===== config.mk =====
export PLATFORM = sky130hd
export DESIGN_NAME = fuse_boot_top
export DESIGN_NICKNAME = d
export VERILOG_FILES = /design/src/source/boot_pkg.sv /design/src/source/fuse_boot_top.sv /design/src/source/fuse_bank.sv /design/src/source/fuse_intake.sv /design/src/source/boot_fsm.sv
export SDC_FILE = /design/constraint.sdc
export NUM_CORES = 1
export LEC_CHECK = 0
export ABC_CLOCK_PERIOD_IN_PS = 5000
export CAP_MARGIN = 20
export CORE_MARGIN = 5
export CORE_UTILIZATION = 55
export DETAILED_ROUTE_END_ITERATION = 10
export DONT_BUFFER_PORTS = 1
export PLACE_DENSITY = 0.76
export SETUP_SLACK_MARGIN = 0.02
export SLEW_MARGIN = 20
export SYNTH_ARGS = -nofsm -noshare
export SYNTH_HDL_FRONTEND = slang
export SYNTH_SLANG_ARGS = --single-unit

===== constraint.sdc =====
create_clock -name clk -period 5 [get_ports clk]
set_input_delay 0.75 -clock clk [delete_from_list [all_inputs] [get_ports clk]]
set_output_delay 0.75 -clock clk [all_outputs]
set_load 0.03 [all_outputs]

===== src/source/boot_pkg.sv =====
// shared boot types and sizes; the fuse word is fixed at 32 bits and fuse counts must be powers of two
`default_nettype none

package boot_pkg;

    // width of one fuse word as sent by the SoC and read by the microcontroller
    localparam int unsigned FUSE_DATA_W = 32;

    // default size of the fuse register bank
    // the top level may override it but it has to stay a power of two of at least two
    localparam int unsigned DEFAULT_FUSE_WORDS = 16;

    // default depth of the intake queue
    // this is also the number of credits the SoC holds when it leaves reset
    localparam int unsigned DEFAULT_CREDITS = 4;

    // progress of the boot sequence
    // idle waits for power-good, fuse accepts fuse words, done releases the microcontroller
    // the unused code 2'b11 is treated as idle by the state machine
    typedef enum logic [1:0] {
        BOOT_IDLE = 2'b00,
        BOOT_FUSE = 2'b01,
        BOOT_DONE = 2'b10
    } boot_fsm_state_e;

    // opcode carried with every intake command
    // a write stores one fuse word, done closes the loading phase
    // for a done command the address and data fields are ignored
    typedef enum logic {
        FUSE_OP_WRITE = 1'b0,
        FUSE_OP_DONE  = 1'b1
    } fuse_op_e;

endpackage

`default_nettype wire

===== src/source/fuse_boot_top.sv =====
// boot and fuse loading top; the SoC must honour the credit protocol and FUSE_WORDS must be a power of two
`default_nettype none

module fuse_boot_top #(
    parameter int unsigned FUSE_WORDS = boot_pkg::DEFAULT_FUSE_WORDS,
    parameter int unsigned CREDITS    = boot_pkg::DEFAULT_CREDITS
) (
    input  logic                                clk,
    input  logic                                cptra_rst_b,
    input  logic                                cptra_pwrgood,
    input  logic                                cmd_valid,
    input  boot_pkg::fuse_op_e                  cmd_op,
    input  logic [$clog2(FUSE_WORDS)-1:0]       cmd_addr,
    input  logic [boot_pkg::FUSE_DATA_W-1:0]    cmd_data,
    output logic                                credit_return,
    output logic                                ready_for_fuses,
    output logic                                uc_rst_b,
    input  logic [$clog2(FUSE_WORDS)-1:0]       rd_addr,
    output logic [boot_pkg::FUSE_DATA_W-1:0]    rd_data
);

    // address width shared by the command and read ports
    localparam int unsigned ADDR_W = $clog2(FUSE_WORDS);

    // queue head as seen by the fuse bank
    logic                             pop_valid;
    boot_pkg::fuse_op_e               pop_op;
    logic [ADDR_W-1:0]                pop_addr;
    logic [boot_pkg::FUSE_DATA_W-1:0] pop_data;

    // sticky end of fuse loading from the bank to the boot machine
    logic fuse_done;

    // SoC commands are buffered here and credits flow back from it
    fuse_intake #(
        .CREDITS    (CREDITS),
        .FUSE_WORDS (FUSE_WORDS)
    ) intake0 (
        .clk           (clk),
        .cptra_rst_b   (cptra_rst_b),
        .cmd_valid     (cmd_valid),
        .cmd_op        (cmd_op),
        .cmd_addr      (cmd_addr),
        .cmd_data      (cmd_data),
        .pop_valid     (pop_valid),
        .pop_op        (pop_op),
        .pop_addr      (pop_addr),
        .pop_data      (pop_data),
        .credit_return (credit_return)
    );

    // write-once fuse storage, gated by the boot machine's ready signal
    fuse_bank #(
        .FUSE_WORDS (FUSE_WORDS)
    ) bank0 (
        .clk             (clk),
        .cptra_rst_b     (cptra_rst_b),
        .ready_for_fuses (ready_for_fuses),
        .pop_valid       (pop_valid),
        .pop_op          (pop_op),
        .pop_addr        (pop_addr),
        .pop_data        (pop_data),
        .fuse_done       (fuse_done),
        .rd_addr         (rd_addr),
        .rd_data         (rd_data)
    );

    // boot sequencing and the microcontroller reset release
    boot_fsm fsm0 (
        .clk             (clk),
        .cptra_rst_b     (cptra_rst_b),
        .cptra_pwrgood   (cptra_pwrgood),
        .fuse_done       (fuse_done),
        .ready_for_fuses (ready_for_fuses),
        .uc_rst_b        (uc_rst_b)
    );

endmodule

`default_nettype wire


===== src/source/fuse_bank.sv =====
// write-once fuse registers; commands outside the fuse loading phase are dropped and no integrity check is made
`default_nettype none

module fuse_bank #(
    parameter int unsigned FUSE_WORDS = boot_pkg::DEFAULT_FUSE_WORDS
) (
    input  logic                                clk,
    input  logic                                cptra_rst_b,
    input  logic                                ready_for_fuses,
    input  logic                                pop_valid,
    input  boot_pkg::fuse_op_e                  pop_op,
    input  logic [$clog2(FUSE_WORDS)-1:0]       pop_addr,
    input  logic [boot_pkg::FUSE_DATA_W-1:0]    pop_data,
    output logic                                fuse_done,
    input  logic [$clog2(FUSE_WORDS)-1:0]       rd_addr,
    output logic [boot_pkg::FUSE_DATA_W-1:0]    rd_data
);

    // address width follows the number of fuse words
    localparam int unsigned ADDR_W = $clog2(FUSE_WORDS);

    // fuse values and the per word written flags
    logic [boot_pkg::FUSE_DATA_W-1:0] fuse_q [FUSE_WORDS];
    logic [FUSE_WORDS-1:0]            written_q;

    // one write enable per word after the write-once filter
    logic [FUSE_WORDS-1:0] word_we;

    // decoded commands that arrive while the boot machine is taking fuses
    logic accept;
    logic wr_cmd;
    logic done_cmd;

    // anything popped before power-good or after done is simply lost
    assign accept = pop_valid && ready_for_fuses;

    // split the accepted command by its opcode
    assign wr_cmd   = accept && (pop_op == boot_pkg::FUSE_OP_WRITE);
    assign done_cmd = accept && (pop_op == boot_pkg::FUSE_OP_DONE);

    // per word storage
    for (genvar w = 0; w < FUSE_WORDS; w++) begin : g_word
        // a word takes the write only while its flag is still clear
        assign word_we[w] = wr_cmd && (pop_addr == ADDR_W'(w)) && !written_q[w];

        // value and flag are updated together at the pop edge
        always_ff @(posedge clk or negedge cptra_rst_b) begin
            if (!cptra_rst_b) begin
                fuse_q[w]    <= '0;
                written_q[w] <= 1'b0;
            end else if (word_we[w]) begin
                fuse_q[w]    <= pop_data;
                // later writes to this word are ignored until the next reset
                written_q[w] <= 1'b1;
            end
        end
    end

    // the done flag is registered and sticky
    // it rises one cycle after the done command is popped
    always_ff @(posedge clk or negedge cptra_rst_b) begin
        if (!cptra_rst_b) begin
            fuse_done <= 1'b0;
        end else if (done_cmd) begin
            fuse_done <= 1'b1;
        end
    end

    // the microcontroller reads the array straight through with no latency
    // unwritten words read back as zero
    assign rd_data = fuse_q[rd_addr];

endmodule

`default_nettype wire


===== src/source/fuse_intake.sv =====
// credit based command queue; it relies on the sender never exceeding CREDITS outstanding commands
`default_nettype none

module fuse_intake #(
    parameter int unsigned CREDITS    = boot_pkg::DEFAULT_CREDITS,
    parameter int unsigned FUSE_WORDS = boot_pkg::DEFAULT_FUSE_WORDS
) (
    input  logic                                clk,
    input  logic                                cptra_rst_b,
    input  logic                                cmd_valid,
    input  boot_pkg::fuse_op_e                  cmd_op,
    input  logic [$clog2(FUSE_WORDS)-1:0]       cmd_addr,
    input  logic [boot_pkg::FUSE_DATA_W-1:0]    cmd_data,
    output logic                                pop_valid,
    output boot_pkg::fuse_op_e                  pop_op,
    output logic [$clog2(FUSE_WORDS)-1:0]       pop_addr,
    output logic [boot_pkg::FUSE_DATA_W-1:0]    pop_data,
    output logic                                credit_return
);

    // address width follows the size of the fuse bank
    localparam int unsigned ADDR_W = $clog2(FUSE_WORDS);

    // pointer width is kept at one bit or more so a single entry queue still builds
    localparam int unsigned PTR_W = (CREDITS > 1) ? $clog2(CREDITS) : 1;

    // the count has to reach CREDITS itself when the queue is full
    localparam int unsigned CNT_W = $clog2(CREDITS + 1);

    // circular queue storage, one field per command part
    boot_pkg::fuse_op_e               op_mem   [CREDITS];
    logic [ADDR_W-1:0]                addr_mem [CREDITS];
    logic [boot_pkg::FUSE_DATA_W-1:0] data_mem [CREDITS];

    // write and read pointers plus the number of held entries
    logic [PTR_W-1:0] wr_ptr_q;
    logic [PTR_W-1:0] rd_ptr_q;
    logic [CNT_W-1:0] count_q;

    // advance a pointer and wrap after the last entry
    // the explicit wrap also covers depths that are not a power of two
    function automatic logic [PTR_W-1:0] ptr_inc(input logic [PTR_W-1:0] ptr);
        logic [PTR_W-1:0] nxt;
        if (ptr == PTR_W'(CREDITS - 1)) begin
            nxt = '0;
        end else begin
            nxt = ptr + PTR_W'(1);
        end
        return nxt;
    endfunction

    // the head entry is offered whenever the queue holds anything
    // the bank takes it in the same cycle, so offering it is the pop
    assign pop_valid = (count_q != '0);
    assign pop_op    = op_mem[rd_ptr_q];
    assign pop_addr  = addr_mem[rd_ptr_q];
    assign pop_data  = data_mem[rd_ptr_q];

    // each accepted command lands in the slot at the write pointer
    always_ff @(posedge clk) begin
        if (cmd_valid) begin
            op_mem[wr_ptr_q]   <= cmd_op;
            addr_mem[wr_ptr_q] <= cmd_addr;
            data_mem[wr_ptr_q] <= cmd_data;
        end
    end

    // pointers, occupancy and the credit pulse
    always_ff @(posedge clk or negedge cptra_rst_b) begin
        if (!cptra_rst_b) begin
            wr_ptr_q      <= '0;
            rd_ptr_q      <= '0;
            count_q       <= '0;
            credit_return <= 1'b0;
        end else begin
            if (cmd_valid) begin
                wr_ptr_q <= ptr_inc(wr_ptr_q);
            end
            if (pop_valid) begin
                rd_ptr_q <= ptr_inc(rd_ptr_q);
            end
            // a push and a pop in the same cycle leave the count alone
            case ({cmd_valid, pop_valid})
                2'b10:   count_q <= count_q + CNT_W'(1);
                2'b01:   count_q <= count_q - CNT_W'(1);
                default: count_q <= count_q;
            endcase
            // one credit goes back in the cycle after every pop
            credit_return <= pop_valid;
        end
    end

endmodule

`default_nettype wire


===== src/source/boot_fsm.sv =====
// boot sequencer; assumes power-good is already synchronous to clk and never re-enters boot without reset
`default_nettype none

module boot_fsm (
    input  logic clk,
    input  logic cptra_rst_b,
    input  logic cptra_pwrgood,
    input  logic fuse_done,
    output logic ready_for_fuses,
    output logic uc_rst_b
);

    // present and next boot state
    boot_pkg::boot_fsm_state_e state_q;
    boot_pkg::boot_fsm_state_e state_d;

    // high for every cycle spent in the done state
    logic release_en;

    // sticky release flag that feeds the microcontroller reset flop
    logic release_q;

    // next state and the decoded state outputs
    always_comb begin
        state_d         = state_q;
        ready_for_fuses = 1'b0;
        release_en      = 1'b0;
        unique case (state_q)
            boot_pkg::BOOT_IDLE: begin
                // leave idle as soon as the SoC reports power good
                if (cptra_pwrgood) begin
                    state_d = boot_pkg::BOOT_FUSE;
                end
            end
            boot_pkg::BOOT_FUSE: begin
                // the fuse bank only accepts commands in this state
                ready_for_fuses = 1'b1;
                if (fuse_done) begin
                    state_d = boot_pkg::BOOT_DONE;
                end
            end
            boot_pkg::BOOT_DONE: begin
                // terminal until the next reset, so only the release is asserted here
                release_en = 1'b1;
            end
            default: begin
                // the spare encoding falls back to idle
                state_d = boot_pkg::BOOT_IDLE;
            end
        endcase
    end

    // state register and the two stage microcontroller reset release
    // uc_rst_b rises two edges after the machine enters the done state
    always_ff @(posedge clk or negedge cptra_rst_b) begin
        if (!cptra_rst_b) begin
            state_q   <= boot_pkg::BOOT_IDLE;
            release_q <= 1'b0;
            uc_rst_b  <= 1'b0;
        end else begin
            state_q <= state_d;
            // once set the release flag holds until reset
            if (release_en) begin
                release_q <= 1'b1;
            end
            // a plain flop stage so the reset output comes straight from a register
            uc_rst_b <= release_q;
        end
    end

endmodule

`default_nettype wire


==> flow_summary.json <==
{
  "hp-class": "primary input to asynchronous set/reset pin",
  "clkPwrFrac": 0.308,
  "period_share": 0.679,
  "wl_met2_um": 30900,
  "switchingPower_mw": 4.61,
  "synth_warnings": 0,
  "clk_latency_ns": 0.59,
  "coreArea_um2": 52900,
  "grt_util_all_layers": 0.215,
  "ios": 80,
  "antenna_left": 0,
  "cts-root-buf": "clkbuf_16",
  "tightest_slew_ns": 2.21,
  "finalMaxSlewViolations": 442,
  "crit_path_end": "bank0.fuse_q[367]",
  "grt_first_pass_wirelength_um": 95400,
  "path_class": "register to register",
  "fmax_mhz": 294,
  "setup_viol": 0,
  "dieArea_um2": 58300,
  "worstPathRequired_ns": 5.46,
  "tns_ns": 0,
  "drc": 0,
  "maxCapViolCount": 0,
  "htreeDepth": 3,
  "whs_ns": -0.0948,
  "p_sw_frac": 0.282,
  "skew_ns": 0.0208,
  "irDropWorstVdd_uv": 279,
  "die-width_um": 241,
  "drt_iter0_drc": 1020,
  "avgSynthCellArea_um2": 18.4,
  "grt_pass1_vias": 15800,
  "netlist_instances": 1606,
  "grt_overflow": 0,
  "wl_met3_um": 2530,
  "dpl.hpwl_um": 34300,
  "grt_max_degree": 542,
  "path_clk_slew_ns": 0.06,
  "wl_per_cell_um": 25.9,
  "cts-buffers-inserted": 70,
  "synth_cell_type_count": 30,
  "seq_power_share": 0.467,
  "end_kind": "register",
  "syn_nets": 1658,
  "status": "finished with violations",
  "die_h_um": 241,
  "area_growth_pct": 9.40,
  "vias": 14300,
  "netlist_area_um2": 29500,
  "hold_violations": 26,
  "cp-start-kind": "register",
  "p_int_mw": 11.7,
  "seq_area_frac_synth": 0.610,
  "topRoutingLayerUsed": "met4",
  "reg2regPathDepth": 5,
  "start_util": 0.558,
  "final_cell_mix": "dfrtp_1, mux2_2, mux4_2",
  "critPathArrivalTime_ns": 3.85,
  "cts_tree": "yes",
  "r2r_end": "bank0.fuse_q[367]",
  "crit_path_start": "intake0.rd_ptr_q[0]",
  "place_congestion": 0.742,
  "violations": "negative hold slack, max-slew violations",
  "clock_sinks": 689,
  "drive_gt1_frac": 0.509,
  "dr.pass1.iters": 4,
  "cts_setup_buffers": 0,
  "crit_fanout": 27,
  "power_density_nw_per_um2": 507,
  "power_frac_comb": 0.225,
  "layout.nets": 1636,
  "clockBufferDepth": 3,
  "rr_startpoint": "intake0.rd_ptr_q[0]",
  "wl_met1_um": 25400,
  "finalCriticalPeriod_ns": 3.40,
  "antenna_found_initial": 0,
  "final_common_cell": "dfrtp_1",
  "routed_wirelength_um": 60100,
  "slew_headroom": -0.473,
  "synth-seq-cells": 689,
  "routed_via_density": 6.15,
  "reg2reg_slack_ns": 1.60,
  "placementRows": 84,
  "rsz0062_at_grt": "no",
  "io_buffers": 0,
  "p_leak_nw": 14.3,
  "n_antenna_cell": 0
}
## state kept, by name, indices dropped and copies added (netlist names)
name / count
bank0.fuse_done: 1
bank0.fuse_q: 512
bank0.written_q: 16
fsm0.release_q: 1
fsm0.state_q: 2
fsm0.uc_rst_b: 1
intake0.addr_mem: 16
intake0.count_q: 3
intake0.credit_return: 1
intake0.data_mem: 128
intake0.op_mem: 4
intake0.rd_ptr_q: 2
intake0.wr_ptr_q: 2
## power groups by stage
stage / clock network (mW) / registers, mW / logic [mW]
floorplan: 0 / 7.47 / 3.02
global route: 5.37 / 7.78 / 3.97
global placement: 0 / 7.64 / 3.59
finish: 5.04 / 7.63 / 3.68
CTS: 5.14 / 7.63 / 3.75
detailed placement: 0 / 7.73 / 3.73
## logic make-up (layout without fill, tap and decap cells)
| family | count (synthesis) | after routing | synth area share |
|---|---|---|---|
| compound gates | 5 | 5 | 0.00106 |
| buf+inv | 136 | 162 | 0.0209 |
| flops | 689 | 689 | 0.610 |
| fa+ha+maj | 7 | 7 | 0.00323 |
| xor+xnor | 3 | 3 | 0.000892 |
| mux | 712 | 712 | 0.347 |
| simple gates | 54 | 54 | 0.0166 |
## synthesized netlist by cell type
cell type,count,area [um^2]
mux2i_1,2,20.0
nor4b_4,7,166
nor4_4,1,21.3
xnor2_1,1,8.76
or3_1,1,6.26
nor4bb_1,2,20.0
buf_2,43,215
inv_1,9,33.8
nand2_1,2,7.51
nand2b_1,13,81.3
mux2_1,36,405
nor2b_1,2,12.5
fa_1,1,20.0
dfrtp_1,541,13500
ha_1,6,75.1
clkbuf_1,58,218
nor2_1,3,11.3
xor2_1,2,17.5
mux4_2,197,4440
a31o_2,1,8.76
a21o_1,1,7.51
nand4b_1,8,70.1
buf_4,14,105
buf_1,12,45.0
and2_1,5,31.3
nor3_1,2,10.0
edfxtp_1,148,4440
or2_2,8,50.1
o21ai_0,3,15.0
mux2_2,477,5370
## worst max-delay path: stages (launching register included)
cell and delay, ns:
dfrtp_2 0.74, mux4_2 0.66, nor4b_4 0.52, nor4bb_4 0.67, buf_12 0.29, mux2_2 0.36
## through the flow
step / instance area, um^2 / setup slack (ns) / cells / util / power (mW)
finish: 32200 / 1.60 / 2320 / 0.610 / 16.3
global route: 32200 / 1.41 / 2320 / 0.610 / 17.1
CTS: 32200 / 1.59 / 2319 / 0.610 / 16.5
detailed placement: 30000 / 1.61 / 2199 / 0.568 / 11.5
global placement: 30000 / 1.70 / 2199 / 0.568 / 11.2
floorplan: 29500 / 1.55 / 1606 / - / 10.5
## area by class of cell
cell class | instances | area, um^2
Timing Repair Buffer | 33 | 258
Multi-Input combinational cell | 781 | 10900
Tap cell | 688 | 861
Fill cell | 3714 | 20600
Inverter | 9 | 33.8
Clock buffer | 92 | 1960
Sequential cell | 689 | 18000
Clock inverter | 28 | 239
## what timing repair did
action / in CTS / in global routing
gates resized for setup: 0 / 0
hold endpoints to repair: 541 / 461
endpoints found under the setup margin: 0 / 0
## worst min path at each step
stage | end | slack [ns] | cells past startpoint
after floorplan | fsm0.uc_rst_b | 0.35 | 0
after global placement | fsm0.uc_rst_b | 0.36 | 0
after detailed placement | fsm0.uc_rst_b | 0.36 | 0
after CTS | bank0.fuse_q[102] | -0.14 | 0
after global routing | bank0.fuse_q[102] | -0.14 | 0
final | bank0.fuse_q[102] | -0.09 | 0
## metal layers
metal / track usage / up-vias
li1: - / 6071
met1: 0.295 / 7845
met2: 0.363 / 259
met3: 0.0417 / 96
met4: 0.0509 / 0
met5: 0 / -
(Power assumes the default switching activity.)
